$ cat config.mk
export PLATFORM = sky130hd
export DESIGN_NAME = mem_arbiter
export DESIGN_NICKNAME = d
export VERILOG_FILES = /design/src/hw/cache_pkg.sv /design/src/hw/mem_arbiter.sv
export VERILOG_INCLUDE_DIRS = /design/src /design/src/hw
export SDC_FILE = /design/constraint.sdc
export NUM_CORES = 1
export LEC_CHECK = 0
export ABC_AREA = 1
export BUFFER_PORTS_ARGS = -buffer_cell sky130_fd_sc_hd__buf_2
export CAP_MARGIN = 25
export CORE_AREA = 2 2 162 164
export DETAILED_ROUTE_END_ITERATION = 10
export DIE_AREA = 0 0 164 166
export GPL_TIMING_DRIVEN = 0
export SYNTH_ARGS = -nofsm -noshare
export SYNTH_HDL_FRONTEND = slang
export SYNTH_SLANG_ARGS = --single-unit
$ cat constraint.sdc
create_clock -name clk -period 1.65 [get_ports clk]
set_clock_uncertainty 0.1 [all_clocks]
set_input_delay 0 -clock clk [delete_from_list [all_inputs] [get_ports clk]]
set_output_delay 0 -clock clk [all_outputs]
set_load 0.01 [all_outputs]
$ cat src/hw/cache_config.svh
`ifndef CACHE_CONFIG_SVH
`define CACHE_CONFIG_SVH

// data word and cpu word address
`define CACHE_WORD_W 16
`define CACHE_ADDR_W 10

// eight words per line
`define CACHE_OFFSET_W 3

// index widths of the two caches
`define CACHE_IC_INDEX_W 4
`define CACHE_DC_INDEX_W 5

// main memory block number, 7 bits
`define CACHE_BLK_W (`CACHE_ADDR_W - `CACHE_OFFSET_W)

// whole line, word 0 in the low bits
`define CACHE_LINE_W (`CACHE_WORD_W * (1 << `CACHE_OFFSET_W))

// number of lines held by main memory
`define CACHE_MEM_DEPTH (1 << `CACHE_BLK_W)

`endif

$ cat src/hw/cache_pkg.sv
`default_nettype none
`include "cache_config.svh"

package cache_pkg;

	typedef logic [`CACHE_WORD_W-1:0] word_t;
	typedef logic [`CACHE_ADDR_W-1:0] addr_t;
	typedef logic [`CACHE_BLK_W-1:0]  blk_addr_t;
	typedef logic [`CACHE_LINE_W-1:0] line_t;

	// request from a cpu port, 27 bits
	typedef struct packed {
		addr_t addr;
		logic  we;
		word_t wdata;
	} cpu_req_t;

	// line access toward main memory, 136 bits
	typedef struct packed {
		blk_addr_t blk;
		logic      we;
		line_t     data;  // victim line on writeback
	} mem_req_t;

	typedef enum logic [2:0] {
		IDLE,
		LOOKUP,
		WRITEBACK,
		REFILL,
		RESPOND
	} ctrl_state_t;

endpackage

`default_nettype wire

$ cat src/hw/mem_arbiter.sv
`timescale 1ns/1ns
`default_nettype none

// one cache owns main memory until its ack
module mem_arbiter
	import cache_pkg::*;
(
	input  logic     clk,
	input  logic     rst_n,
	input  mem_req_t ic_mem_req,
	input  mem_req_t dc_mem_req,
	input  logic     ic_mem_valid,
	input  logic     dc_mem_valid,
	output logic     ic_mem_ack,
	output logic     dc_mem_ack,
	output mem_req_t mem_req,
	output logic     mem_valid,
	input  logic     mem_ack
);

	logic busy;      // grant held
	logic owner_dc;  // 1 = data cache owns memory
	logic last_dc;   // data cache served last
	logic pick_dc;

	// data first, but a waiting instruction request gets the next turn
	assign pick_dc = dc_mem_valid && (!ic_mem_valid || !last_dc);

	always_ff @(posedge clk or negedge rst_n) begin
		if (!rst_n) begin
			busy     <= 1'b0;
			owner_dc <= 1'b0;
			last_dc  <= 1'b0;
		end else if (busy) begin
			if (mem_ack)
				busy <= 1'b0;
		end else if (ic_mem_valid || dc_mem_valid) begin
			busy     <= 1'b1;
			owner_dc <= pick_dc;
			last_dc  <= pick_dc;
		end
	end

	assign mem_req   = owner_dc ? dc_mem_req : ic_mem_req;
	assign mem_valid = busy && (owner_dc ? dc_mem_valid : ic_mem_valid);

	// ack goes back to the owner only
	assign ic_mem_ack = busy && !owner_dc && mem_ack;
	assign dc_mem_ack = busy && owner_dc && mem_ack;

endmodule

`default_nettype wire

## After elaboration in Yosys (flattened, before gate mapping)

Index checks and enable logic that the tools add are counted.

| cells by class | value |
|---|---|
| mux-type cells | 5 |
| reduce and logical (&&, ||, !) cells | 11 |
| bitwise operators | 1 |

Operators by type and width:

| cell | count |
|---|---|
| two-way mux 136 bit | 1 |
| logical AND 1 bit | 6 |
| two-way mux 1 bit | 4 |
| logical NOT 1 bit | 2 |
| logical OR 1 bit | 2 |
| AND reduction 2 bit | 1 |
| inverter 1 bit | 1 |

| storage, ports and cells | value |
|---|---|
| logic and storage cells | 19 |
| bits in registers | 2 |

## Longest topological paths before layout

Gate-level depths: netlist (run 1).

| logic depth | value |
|---|---|
| depth in word-level cells | 3 |
| mapped depth | 6 |

## Worst setup path before layout (run 1)

No wires, ideal clock.

| path | value |
|---|---|
| path type | register to output |
| from | register owner_dc |
| to | output ic_mem_ack |
| data required time | 1.550 ns |
| slack | 0.590 ns |
| arrival time | 0.960 ns |
| buffers on the path | 2 |
| cell stages (with the launch flop) | 4 |
| cells stage by stage | dfrtp_1 -> buf_4 -> buf_2 -> nor3_1 |

| between the ends | value |
|---|---|
| cells in the longest elaborated chain, start to end | 3 |

Ends and longest elaborated chain:

| item | RTL line | source |
|---|---|---|
| from (decl) | mem_arbiter.sv:22 | `logic owner_dc;` |
| from (signal assigned) | mem_arbiter.sv:39 | `owner_dc <= pick_dc;` |
| logical NOT 1 bit | mem_arbiter.sv:48 | `assign ic_mem_ack = busy && !owner_dc && mem_ack;` |
| logical AND 1 bit (2 in a row) | mem_arbiter.sv:48 |  |
| to (decl) | mem_arbiter.sv:14 | `output logic ic_mem_ack,` |

No other way between the ends.

==> metrics.txt, run 1 <==
status finished, final reports clean; Die X 164 µm; DRT antenna net count 0; Top Ports 416; post-synth top area share 82.8%; footprint of the multi-input gates 1590 µm²; register area 50.0 µm²; vias per cell 3.47; final setup violation count 0; Gate power share 93.0%; WL per Instance 11.0 µm; top area cells in the synthesized netlist nand2_1 83%, buf_4 8.4%, buf_6 3.0%; H-tree level count 1; Post-synth ARST share 100%; CTS Sinks 2; Internal 2.75 mW; P_leak 3.16 nW; gpl congestion 0.847; fin area 4560 µm²; grt met3 use 0.999%; CP Class flip-flop to output pin; Synth Register Bits 2; Post-synth top flop dfrtp_1; WP data required 1.55 ns; Post-Place Setup Slack 0.134 ns; CTS clk-pin slew, worst paths 0.03 ns; Reg power frac 1.3%; Placeable Area 25600 µm²; DIE AREA 27200 µm²; worst vdd ir 637 µV; hold crit path type input pin to asynchronous set/reset pin; Max-Cap Viols 0; CP Cell Sequence buf_4, inv_4, buf_12, buf_6, nand2_1, nand2_1, buf_2; WP data arrival 1.46 ns; initial antenna violation count 0; cell taking the most area after synthesis nand2_1; fin crit period 1.56 ns; Cell Count, Final, Fillers Out 1216; row count 59; fill count 2976; vias in the first global route 3779; Final Slew Violations 0; via count 4214; Final nets 1160; Core Util, Final 17.8%; Syn Inst Count 458; PortBufs 415; Synth warnings 0; Worst path slowest cell dfrtp_1; CP endpoint kind output pin; die height 166 µm; ANT cells 0; Avg Synthesized Cell Area 4.12 µm²; GR peak layer met2; post-synthesis sequential area ratio 2.65%; worst-skew pair later-pin latency 0.22 ns; total grt overflow 0; DP Cell Count 1208; Sw Ratio 56.8%; Cell variety after synth 11; period utilisation layout 94.7%; Mapped Area 1890 µm²; share of post-route cells with drive strength above 1 51.2%; Post-Syn Nets 735; DR pass1 iterations 4; GR Layer Usage met1 9.34%; synth cell count leaders 416 x nand2_1, 21 x buf_4, 5 x buf_6; CTS max path bufs 2; CP most frequent cell nand2_1; count leader, synth nand2_1; clock root buffer clkbuf_16; final WL 13400 µm; Initial Utilization 7.36%; routing usage on met2 17.2%; RSZ-0062 raised after global routing false; Worst-Margin Slew 0.273 ns; Achievable Freq 640 MHz; DP Area 4380 µm²; setup ws final 0.0882 ns; synth-to-layout area growth 142%; Post-route DRC 0; CTS tree yes; Final Hold Vio Count 0; CTS Buf Count 3; GR Util All Layers 8.50%; Initial DRC Count 188; Post-CTS Setup Bufs 0; dpl hpwl 11500 µm; Pwr Total 6.36 mW; number of synthesized flops with an enable pin 0; sw power 3.61 mW; nature of the critical path startpoint flip-flop; Slew Limit Headroom 81.8%; largest net degree at the start of global routing 11; CP max stage delay 0.34 ns; pwr/cell area 1400 nW/µm²; global-route wire length before repair 18300 µm; CP max FO 10; clock share of power 5.7%
-- power by group through the flow --
stage / Sequential, mW / Combinational [mW] / Clock (mW)
floorplan: 0.0802 / 3.26 / 0
global placement: 0.0823 / 5.77 / 0
detailed placement: 0.0828 / 5.78 / 0
CTS: 0.0821 / 5.86 / 0.372
global route: 0.0842 / 6.60 / 0.375
finish: 0.0823 / 5.91 / 0.364
-- metal layers --
metal | up-vias | wire (µm) | part of all wire, %
met1 | 1751 | 5180 | 39
li1 | 2190 | - | -
met3 | 10 | 1170 | 8.8
met4 | 0 | 149 | 1.1
met5 | - | 0 | 0
met2 | 263 | 6860 | 51
-- sequential cells by signal, summed over array words and instances, names as in the netlist --
name	flops
owner_dc	1
busy	1
-- final cells by class --
| type | instances | area share, % |
|---|---|---|
| Clock buffer | 3 | 1.65 |
| Tap cell | 335 | 9.20 |
| Timing Repair Buffer | 420 | 47.0 |
| Multi-Input combinational cell | 422 | 34.9 |
| Buffer | 31 | 5.85 |
| Inverter | 3 | 0.302 |
| Sequential cell | 2 | 1.10 |
-- stage by stage --
step / hold slack (ns) / setup TNS (ns)
floorplan: -0.396 / 0
global placement: -0.313 / 0
detailed placement: -0.312 / 0
CTS: 0.0327 / -0.00212
global route: 0.0411 / 0
finish: 0.0234 / 0
-- kinds of logic after synthesis --
kind of cell,synth area share [%]
flops,2.65
buf+inv,13.1
simple gates,84.3
-- cells in the final DEF, fill, tap and decap left out --
cell / count
buf_12: 1
buf_2: 417
buf_4: 17
buf_6: 7
buf_8: 1
clkbuf_16: 4
clkbuf_2: 3
dfrtp_1: 2
dlygate4sd3_1: 4
inv_1: 2
inv_4: 1
nand2_1: 416
nand3_1: 3
nor2_1: 2
nor3_1: 1
-- worst paths after layout --
path                                   endpoint  cells past startpoint                  from  slack, ns
setup / recovery                    mem_req[99]                      7  owner_dc$_DFFE_PN0P_       0.09
hold / removal             owner_dc$_DFFE_PN0P_                      2                 rst_n       0.02
setup reg to reg                 busy$_DFF_PN0_                      4        busy$_DFF_PN0_       0.21
hold reg to reg            owner_dc$_DFFE_PN0P_                      3        busy$_DFF_PN0_       0.53
max in group asynchronous        busy$_DFF_PN0_                      2                 rst_n       1.33
min in group clk                    mem_req[59]                      4        ic_mem_req[59]       0.17
-- critical path: cells and delay by family, from the launching register on --
| family | cells | cell delay, ns |
|---|---|---|
| buffers and inverters | 5 | 0.68 |
| and+or+nand+nor | 2 | 0.20 |
| DFF | 1 | 0.34 |
-- timing repair --
| item | in CTS | in global routing |
|---|---|---|
| cloned | 0 | 1 |
| setup endpoints to repair | 10 | 12 |
| gates resized for setup | 5 | 7 |
| endpoints found under the hold margin | 4 | 0 |
| hold buffers | 4 | 0 |
Note: power is estimated with default switching activity, not from simulation.
==> run 2, diff against run 1 <==
Settings changed: REMOVE_ABC_BUFFERS from default to 1.
Clock period 1.65 ns to 2 ns, I/O delays scaled along.
==> metrics.txt, run 2 (same netlist as run 1, synthesis figures left out) <==
nature of the critical path startpoint flip-flop; final setup violation count 0; fin crit period 1.78 ns; Pwr Total 4.88 mW; GR Util All Layers 7.94%; worst r2r path cells 4; Post-route DRC 0; via count 4074; Critical Path Source owner_dc$_DFFE_PN0P_; fill count 2974; Initial DRC Count 142; pwr/cell area 1110 nW/µm²; hold crit path type input pin to asynchronous set/reset pin; CP Class flip-flop to output pin; Core Util, Final 17.2%; RSZ-0062 raised after global routing false; H-tree level count 1; vias per cell 3.41; worst vdd ir 637 µV; Die X 164 µm; r2r startpoint busy$_DFF_PN0_; CTS max path bufs 2; CP endpoint kind output pin; row count 59; CP max FO 55; DP Area 4200 µm²; clock root buffer clkbuf_16; reg-to-reg endpoint busy$_DFF_PN0_; gpl congestion 0.756; WP data arrival 1.68 ns; Initial Utilization 7.36%; die height 166 µm; CTS tree yes; share of post-route cells with drive strength above 1 49.8%; global-route wire length before repair 17400 µm; CTS clk-pin slew, worst paths 0.03 ns; Fin Hold WS 0.0262 ns; Final Slew Violations 0; total grt overflow 0; most frequent cells in the layout 416 x nand2_1, 415 x buf_2, 4 x clkbuf_16, 4 x dlygate4sd3_1, 3 x nand3_1; Final nets 1135; initial antenna violation count 1; PortBufs 415; WL per Instance 10.4 µm; Final Hold Vio Count 0; fin area 4400 µm²; CTS Buf Count 3; DR pass1 iterations 4; dpl hpwl 9630 µm; period utilisation layout 89.0%; Top Ports 416; DRT antenna net count 0; setup tns final 0 ns; biggest regs busy: 1 flops, owner_dc: 1 flops; CTS Sinks 2; largest net degree at the start of global routing 76; CP Capture Point mem_req[19]; synth-to-layout area growth 134%; status finished, final reports clean; P_leak 3.05 nW; Placeable Area 25600 µm²; Achievable Freq 562 MHz; worst-skew pair later-pin latency 0.22 ns; footprint of the multi-input gates 1590 µm²; Max-Cap Viols 0; register area 53.8 µm²; vias in the first global route 3541; most common cell after layout, fill and taps aside nand2_1; reg2reg setup slack 0.56 ns; Worst-Margin Slew 0.323 ns; Slew Limit Headroom 78.4%; final WL 12400 µm; WP data required 1.90 ns; DIE AREA 27200 µm²
## run 2: metrics by stage
step,cells,setup WS [ns]
2_1_floorplan,427,-2.38
5_1_grt,1192,0.107
3_5_place_dp,1179,-0.325
6_report,1193,0.221
4_1_cts,1189,0.0202
3_3_place_gp,1177,-5.10
## run 2: layer usage
layer | share of wire [%] | vias to the layer above | GRT usage (%)
li1 | - | 2144 | -
met1 | 38 | 1670 | 8.61
met2 | 51 | 248 | 16.1
met3 | 9.9 | 10 | 1.07
met4 | 0.77 | 2 | 1.30
met5 | 0.056 | - | 0
## run 2: worst min path at each step
stage                     start                   end  slack [ns]  cells past startpoint
after detailed placement  rst_n  owner_dc$_DFFE_PN0P_       -0.31                      1
after CTS                 rst_n  owner_dc$_DFFE_PN0P_        0.05                      2
after floorplan           rst_n        busy$_DFF_PN0_       -0.40                      0
final                     rst_n  owner_dc$_DFFE_PN0P_        0.03                      2
after global routing      rst_n  owner_dc$_DFFE_PN0P_        0.06                      2
after global placement    rst_n  owner_dc$_DFFE_PN0P_       -0.31                      1
## run 2: final cells by class
type	instances	area share [%]
timing repair inverter	1	0.199
antenna	1	0.0568
multi-input combinational	422	36.1
tap	335	9.52
clock buffer	4	1.79
timing repair buffer	425	50.5
sequential	2	1.22
inverter	3	0.625
## run 2: timing repair
item / in CTS / in global routing
setup endpoints to repair: 137 / 13
endpoints found under the hold margin: 4 / 0
buffers inserted: 1 / 3
hold buffers: 4 / 0
gates cloned: 1 / 0
resized for setup: 4 / 0
## run 2: worst max-delay path, cell delays in order (launching register included)
cell and delay (ns):
dfrtp_4 0.59, inv_16 0.20, buf_12 0.25, nand2_1 0.08, nand2_1 0.14, buf_2 0.15
## run 2: power breakdown
part / total, mW / leakage [nW] / internal, mW / switching [mW]
registers: 0.150 / 0.0223 / 0.0634 / 0.0867
clock network: 0.317 / 0.0382 / 0.263 / 0.0544
logic: 4.41 / 2.99 / 1.68 / 2.73
