--- src/hw/cache_config.svh ---
`ifndef CACHE_CONFIG_SVH
`define CACHE_CONFIG_SVH

// data word and cpu word address
`define CACHE_WORD_W 16
`define CACHE_ADDR_W 10

// eight words per line
`define CACHE_OFFSET_W 3

// index widths of the two caches
`define CACHE_IC_INDEX_W 4
`define CACHE_DC_INDEX_W 5

// main memory block number, 7 bits
`define CACHE_BLK_W (`CACHE_ADDR_W - `CACHE_OFFSET_W)

// whole line, word 0 in the low bits
`define CACHE_LINE_W (`CACHE_WORD_W * (1 << `CACHE_OFFSET_W))

// number of lines held by main memory
`define CACHE_MEM_DEPTH (1 << `CACHE_BLK_W)

`endif

--- src/hw/cache_pkg.sv ---
`default_nettype none
`include "cache_config.svh"

package cache_pkg;

	typedef logic [`CACHE_WORD_W-1:0] word_t;
	typedef logic [`CACHE_ADDR_W-1:0] addr_t;
	typedef logic [`CACHE_BLK_W-1:0]  blk_addr_t;
	typedef logic [`CACHE_LINE_W-1:0] line_t;

	// request from a cpu port, 27 bits
	typedef struct packed {
		addr_t addr;
		logic  we;
		word_t wdata;
	} cpu_req_t;

	// line access toward main memory, 136 bits
	typedef struct packed {
		blk_addr_t blk;
		logic      we;
		line_t     data;  // victim line on writeback
	} mem_req_t;

	typedef enum logic [2:0] {
		IDLE,
		LOOKUP,
		WRITEBACK,
		REFILL,
		RESPOND
	} ctrl_state_t;

endpackage

`default_nettype wire

--- src/hw/cache_ctrl.sv ---
`timescale 1ns/1ns
`default_nettype none
`include "cache_config.svh"

// direct-mapped write-back cache, one request in flight
module cache_ctrl
	import cache_pkg::*;
#(
	parameter int INDEX_W = 4
) (
	input  logic     clk,
	input  logic     rst_n,
	input  cpu_req_t req,
	input  logic     req_valid,
	output logic     req_ready,
	output logic     resp_valid,
	output word_t    rdata,
	output mem_req_t mem_req,
	output logic     mem_valid,
	input  logic     mem_ack,
	input  line_t    mem_rdata
);

	localparam int TAG_W = `CACHE_ADDR_W - `CACHE_OFFSET_W - INDEX_W;
	localparam int LINES = 1 << INDEX_W;

	typedef logic [INDEX_W-1:0]         index_t;
	typedef logic [TAG_W-1:0]           tag_t;
	typedef logic [`CACHE_OFFSET_W-1:0] offset_t;

	ctrl_state_t state;
	cpu_req_t    req_q;   // accepted request
	word_t       rdata_q;

	line_t            data_arr [LINES];
	tag_t             tag_arr [LINES];
	logic [LINES-1:0] valid_bits;
	logic [LINES-1:0] dirty_bits;

	index_t  idx;
	tag_t    tag;
	offset_t off;
	logic    hit;
	line_t   src_line;
	line_t   new_line;

	// replace one word of a line
	function automatic line_t merge_word(line_t line, offset_t sel, word_t w);
		line_t merged;
		merged = line;
		merged[sel*`CACHE_WORD_W +: `CACHE_WORD_W] = w;
		return merged;
	endfunction

	assign idx = req_q.addr[`CACHE_OFFSET_W +: INDEX_W];
	assign tag = req_q.addr[`CACHE_ADDR_W-1 -: TAG_W];
	assign off = req_q.addr[`CACHE_OFFSET_W-1:0];
	assign hit = valid_bits[idx] && (tag_arr[idx] == tag);

	// refill data comes straight from memory, hits from the array
	assign src_line = (state == REFILL) ? mem_rdata : data_arr[idx];
	assign new_line = req_q.we ? merge_word(src_line, off, req_q.wdata) : src_line;

	assign req_ready  = (state == IDLE);
	assign resp_valid = (state == RESPOND);
	assign rdata      = rdata_q;
	assign mem_valid  = (state == WRITEBACK) || (state == REFILL);

	always_comb begin
		mem_req.blk  = req_q.addr[`CACHE_ADDR_W-1:`CACHE_OFFSET_W];
		mem_req.we   = 1'b0;
		mem_req.data = data_arr[idx];
		if (state == WRITEBACK) begin
			mem_req.blk = {tag_arr[idx], idx};  // victim block
			mem_req.we  = 1'b1;
		end
	end

	always_ff @(posedge clk or negedge rst_n) begin
		if (!rst_n) begin
			state      <= IDLE;
			valid_bits <= '0;
			dirty_bits <= '0;
		end else begin
			case (state)
				IDLE: begin
					if (req_valid)
						state <= LOOKUP;
				end
				LOOKUP: begin
					if (hit) begin
						state <= RESPOND;
						if (req_q.we)
							dirty_bits[idx] <= 1'b1;
					end else if (valid_bits[idx] && dirty_bits[idx]) begin
						state <= WRITEBACK;
					end else begin
						state <= REFILL;
					end
				end
				WRITEBACK: begin
					if (mem_ack)
						state <= REFILL;
				end
				REFILL: begin
					if (mem_ack) begin
						state           <= RESPOND;
						valid_bits[idx] <= 1'b1;
						dirty_bits[idx] <= req_q.we;  // clean after a read refill
					end
				end
				RESPOND: state <= IDLE;
				default: state <= IDLE;
			endcase
		end
	end

	// arrays and request payload
	always_ff @(posedge clk) begin
		if (state == IDLE && req_valid)
			req_q <= req;
		if (state == LOOKUP && hit) begin
			if (req_q.we)
				data_arr[idx] <= new_line;
			rdata_q <= new_line[off*`CACHE_WORD_W +: `CACHE_WORD_W];
		end
		if (state == REFILL && mem_ack) begin
			data_arr[idx] <= new_line;
			tag_arr[idx]  <= tag;
			rdata_q       <= new_line[off*`CACHE_WORD_W +: `CACHE_WORD_W];
		end
	end

endmodule

`default_nettype wire

--- config.mk ---
export PLATFORM = sky130hd
export DESIGN_NAME = cache_ctrl
export DESIGN_NICKNAME = d
export VERILOG_FILES = /design/src/hw/cache_pkg.sv /design/src/hw/cache_ctrl.sv
export VERILOG_INCLUDE_DIRS = /design/src /design/src/hw
export SDC_FILE = /design/constraint.sdc
export NUM_CORES = 2
export LEC_CHECK = 0
export BUFFER_PORTS_ARGS = -buffer_cell sky130_fd_sc_hd__clkbuf_2
export CORE_MARGIN = 8
export CORE_UTILIZATION = 50
export DETAILED_ROUTE_END_ITERATION = 6
export PLACE_DENSITY = 0.76
export SKIP_LAST_GASP = 1
export SLEW_MARGIN = 10
export SYNTH_ARGS = -nofsm -noshare
export SYNTH_HDL_FRONTEND = slang
export SYNTH_SLANG_ARGS = --single-unit
--- constraint.sdc ---
create_clock -name clk -period 18.4 [get_ports clk]
set_clock_uncertainty 0.05 [all_clocks]
set_input_delay 2.76 -clock clk [delete_from_list [all_inputs] [get_ports clk]]
set_output_delay 2.76 -clock clk [all_outputs]
set_load 0.02 [all_outputs]
Yosys cells after proc, flatten, opt, wreduce, memory -nomap -nowiden
Memories as Yosys holds them, arrays and structs flattened. A register that Yosys moved wholly into a read port is not among the register bits.
Index checks and enable logic that the tools add are counted.
{"block": "classes", "n_shift": 3, "reduce_logical": 13, "order_cmp": 2, "n_addsub": 1, "mux": 31, "n_bitwise": 3, "eq_ne": 10}
{"operator": "128-bit 2-to-1 mux", "count": 3}
{"operator": "128-bit bitwise mux", "count": 1}
{"operator": "16-bit by 34-bit variable shift with 128-bit output (first input constant)", "count": 1}
{"operator": "128-bit by 8-bit variable part select with 16-bit output", "count": 1}
{"operator": "16-bit by 34-bit variable part select with 128-bit output", "count": 1}
{"operator": "16-bit 2-to-1 mux", "count": 5}
{"operator": "7-bit negation with 34-bit output", "count": 1}
{"operator": "16-bit bitwise OR", "count": 2}
{"operator": "16-bit case mux with 2 select lines", "count": 1}
{"operator": "16-bit bitwise mux", "count": 1}
{"operator": "3-bit 2-to-1 mux", "count": 4}
{"operator": "3-bit case mux with 4 select lines", "count": 1}
{"operator": "2-bit inequality test (second input constant)", "count": 5}
{"operator": "1-bit 2-to-1 mux", "count": 9}
{"operator": "1-bit binary-select mux with 4-bit select", "count": 2}
{"operator": "4-bit 2-to-1 mux", "count": 2}
{"operator": "8-bit 2-to-1 mux", "count": 1}
{"operator": "3-bit by 2-bit equality test with 1-bit output (second input constant)", "count": 2}
{"operator": "1-bit logical AND", "count": 6}
{"operator": "4-bit by 5-bit < comparator with 1-bit output (second input constant)", "count": 1}
{"operator": "1-bit demux with 4-bit select", "count": 1}
{"operator": "4-bit by 1-bit >= comparator with 1-bit output (second input constant)", "count": 1}
{"operator": "4-bit AND reduction", "count": 1}
{"operator": "2-bit nonzero test", "count": 2}
{"operator": "8 further kinds", "count": 8}
{"block": "word_totals", "regBits": 78, "out_inout_bits": 155, "ramBits": 2096, "wordCells": 72, "inputBits": 159, "mem_count": 2}
{"memory": "data_arr", "depth": 16, "width": 128, "rd": 1, "rd_ports_with_merged_regs": 1, "write_ports": 1, "line": "cache_ctrl.sv:35", "rtl": "line_t data_arr [LINES];"}
{"memory": "tag_arr", "depth": 16, "width": 3, "rd": 1, "rd_ports_with_merged_regs": 1, "write_ports": 1, "line": "cache_ctrl.sv:36", "rtl": "tag_t tag_arr [LINES];"}

Depth between registers and ports, before layout
{"block": "depth", "word_depth": 8, "mapped_depth": 14, "depth_no_buf": 10}

Worst setup path after synthesis
Ideal clock, no wire load.
{"block": "synth_timing", "path_type": "input port to flip-flop", "start": "input mem_ack", "end": "memory data_arr[11][0] in the netlist's numbering (enable)", "path_stages": 3, "arrival_ns": 9.161, "setup_slack_ns": 8.530, "setup_ns": 0.659, "required_ns": 17.691, "cell_sequence": "nand2_1 -> clkbuf_1 -> a21oi_1"}
{"block": "synth_between", "elab_chain_cells": 4}
{"element": "start, declared", "line": "cache_ctrl.sv:20", "rtl": "input logic mem_ack,"}
{"element": "1-bit logical AND", "line": "cache_ctrl.sv:127", "rtl": "if (state == REFILL && mem_ack) begin"}
{"element": "1-bit 2-to-1 mux", "line": "cache_ctrl.sv:127"}
{"element": "1-bit 2-to-1 mux (implied by the code)", "line": "cache_ctrl.sv:128", "rtl": "data_arr[idx] <= new_line;"}
{"element": "1-bit bitwise OR (no line)"}
{"element": "end, declared", "line": "cache_ctrl.sv:35"}
No other way between the ends.

==> impl_results.md <==
* Status: finished with violations
* Violations in the final reports: design-rule violations
* Number of gates resized after cts at 0
* Highest clock frequency the design can meet at between 100 and 150 MHz
* GPL Wtd Cong at just under 1
* Count of cell types in the netlist at 85
* Clock tree from TritonCTS: built
* Tightest Hold Check Type: flop to flop
* Area added between synthesis and finish at 12.6%
* CP peak stage delay at approximately 0.85 ns
* EDFF count, synth at ~2100
* Number of H-tree branching levels at 4
* Cell taking the most area after synthesis: sky130_fd_sc_hd__edfxtp_1
* Classification of the worst setup path: flop to output port
* Filler Cell Count at 12672
* CP top delay family: buffers and inverters
* CP most frequent cell: sky130_fd_sc_hd__buf_4
* Total of endpoints with negative setup slack in the final report at 0
* Required time reported for the critical path endpoint at ~16 ns
* Grt total ovfl at 0
* Clock-pin transition on the worst setup and hold timing paths at ~0.06 ns
* Initial antenna violation count at 33
* Hold_buf cts at 0
* Data arrival time at the worst-slack endpoint at ~6.5 ns
* Fraction of the cycle the final worst path needs at 0.505
* Initial cell density of the core at 0.502
* Global-route wire length before repair at between 300 and 400 mm
* Proportion of synthesized chip area in sequential cells at 0.738
* Worst ir drop on vdd at ~0.21 mV
* Syn Nets at around 4600
* Share of cells above drive strength 1 at 0.278
* All-layer global routing usage at 0.292
* Nets at around 5000
* Final-layout worst hold slack at 0.418 ns
* Number of hold violations in the final report at 0
* Routed WL at between 200 and 300 mm
* Iteration count of the initial detailed-routing pass at 7
* Via count of the first global-routing pass at about 50000
* Count of yosys warnings during synthesis at 0
* Cell Rows at approximately 150
* Remaining DRCs at 1
* Worst Setup Start Kind: flop
* Max cap viols at 0
* Setup repair after global routing missed its margin: false
* Pin count of the biggest net entering global routing at between 100 and 150
* Dominant cell by count in the synthesized netlist: sky130_fd_sc_hd__edfxtp_1
* Routed WL per cell at just under 40 um
* Die ar. at approximately 190000 um^2
* Dpl hpwl at between 150 and 200 mm
* Setup TNS at 0 ns
* Main area contributors after synthesis: sky130_fd_sc_hd__edfxtp_1 (73%), sky130_fd_sc_hd__mux4_2 (13%), sky130_fd_sc_hd__mux2i_1 (2.0%)
* Worst slew margin at 0.0814
* Final instance area at just under 100000 um^2
* Critical path, cell by cell: buf_4 > buf_4 > buf_4 > buf_4 > mux4_1 > nor2b_1 > a211oi_1 > a31oi_1 > clkbuf_2
* Tightest Pin Transition at 1.38 ns
* Synth top area share at 0.728
* Root Buffer: sky130_fd_sc_hd__clkbuf_16
* Vertical extent of the die at between 400 and 500 um
* Die width at approximately 440 um
* Cell count after synthesis at around 4500
* Buffer count from post-CTS setup fixing at 0
* PD cells at 164 nW/um^2
* ANT nets after route at 0
* Clock Sink Count at around 2200
* Mapped Avg Cell Area at slightly below 20 um^2
* Post-Syn Area at 88300 um^2
* Final count of pins violating max slew at 0
* Min Tclk post-route at 9.30 ns
* Biggest fanout along the worst timing path at 48
* Clock latency of the later-clocked register in the worst-skew pair at approximately 0.85 ns
* Total power of the final layout at 16.3 mW
* Cell area after placement at roughly 93000 um^2
* I/O pin cnt at approximately 310
* Flops & latches, synth at approximately 2200
* Critical path's slowest cell: sky130_fd_sc_hd__buf_4
* Longest Clk Path Bufs at 3
* Via Count at between 50000 and 60000
* Flip-flop cell with the highest count after synthesis: sky130_fd_sc_hd__edfxtp_1
* Static leakage at between 30 and 40 nW
* Number of port buffers at roughly 310
* Critical Path End Type: output port
* Area of the placeable core at 176000 um^2
* Worst Path Buf+Inv at 5
* Average vias per placed instance at 6.88
* DR iter-0 viols at ~9000
* Final Util at 0.566
* Total CTS buffers at a little over 200
* Most instantiated cells after synthesis: sky130_fd_sc_hd__edfxtp_1 (2139), sky130_fd_sc_hd__mux4_2 (491), sky130_fd_sc_hd__nand2_1 (297), sky130_fd_sc_hd__mux2i_1 (173), sky130_fd_sc_hd__nor2_1 (152)
* Ys async rst share at 0.0161
[routing by layer]
layer  up-vias  GRT usage  wire length (um)
met3      1161     0.0978             39400
li1      19415          -                 -
met4        14      0.239             30600
met2      4604      0.433            126000
met1     25880      0.349             90300
met5         -          0                91
[cell families after synthesis]
family	count (synthesis)	synth area share
AND/OR/NAND/NOR	702	0.0363
buffers and inverters	314	0.0219
adder cells (fa/ha/maj)	3	0.000425
XOR/XNOR	3	0.000383
AO/OA/AOI/OAI	532	0.0413
flip-flops	2178	0.738
multiplexers	743	0.161
[cell type report]
type                       instances  area (um^2)  area share
tap                             2340         2930      0.0295
clock inverter                   128         1240      0.0124
multi-input combinational       1983        21400       0.215
sequential                      2178        65200       0.656
antenna                           26         65.1    0.000655
clock buffer                     247         5390      0.0543
inverter                          34          198     0.00199
timing repair buffer             490         3000      0.0301
[worst reg2reg max path: stages (launching register included)]
cell                      delay [ns]
sky130_fd_sc_hd__dfxtp_4        0.78
sky130_fd_sc_hd__buf_4          0.84
sky130_fd_sc_hd__mux4_1         0.72
sky130_fd_sc_hd__mux4_2         0.56
sky130_fd_sc_hd__xnor2_2        0.21
sky130_fd_sc_hd__nand4_2        0.57
sky130_fd_sc_hd__a21o_1         0.46
sky130_fd_sc_hd__inv_8          0.45
sky130_fd_sc_hd__buf_4          0.94
sky130_fd_sc_hd__buf_4          0.86
[final timing paths]
check | startpoint | end | slack [ns] | depth (start not counted)
max reg2reg | flop | data_arr[12][15] | 11.54 | 9
max in group asynchronous | rst_n | dirty_bits[13] | 15.73 | 1
min reg2reg | valid_bits[13] | valid_bits[13] | 0.42 | 1
min in group asynchronous | rst_n | valid_bits[14] | 1.98 | 1
min | valid_bits[13] | valid_bits[13] | 0.42 | 1
max | flop | mem_req[69] | 9.10 | 9
[cells in the final DEF (no fill, tap or decap), drive strengths merged, types with 7 or more instances in the layout]
cell type,n
a221o,16
or3,9
diode,26
o221ai,7
inv,42
a211oi,38
a21o,15
nand3,76
nor2b,26
nor3,22
o21ai,44
clkbuf,562
a32oi,11
bufinv,20
a31oi,58
a22oi,42
clkinv,94
a21oi,149
nor2,152
buf,175
mux2,41
a221oi,43
or2,24
edfxtp,2139
mux4,529
o22ai,29
nand2b,15
nand3b,8
and2,14
nand2,297
dfrtp,35
and3,31
o211ai,9
mux2i,173
nand4,12
[through the flow]
stage,setup slack [ns],std cells
3_3_place_gp,9.96,7020
3_5_place_dp,9.86,7020
5_1_grt,8.56,7408
4_1_cts,8.92,7395
6_report,9.10,7426
2_1_floorplan,8.53,4475
[report_power, final]
group          switching, mW  total (mW)  internal, mW
logic                   3.69        5.17          1.48
clock network           1.87        4.24          2.37
registers              0.148        6.94          6.79
[flip-flops by register name, summed over array words and instances, names as in the netlist, named ones only]
name / count
req_q: 20
state: 3
rdata: 16
dirty_bits: 16
idx: 4
valid_bits: 16
off: 3
data_arr: 2048
tag_arr: 48
Note: power is estimated with default switching activity, not from simulation.
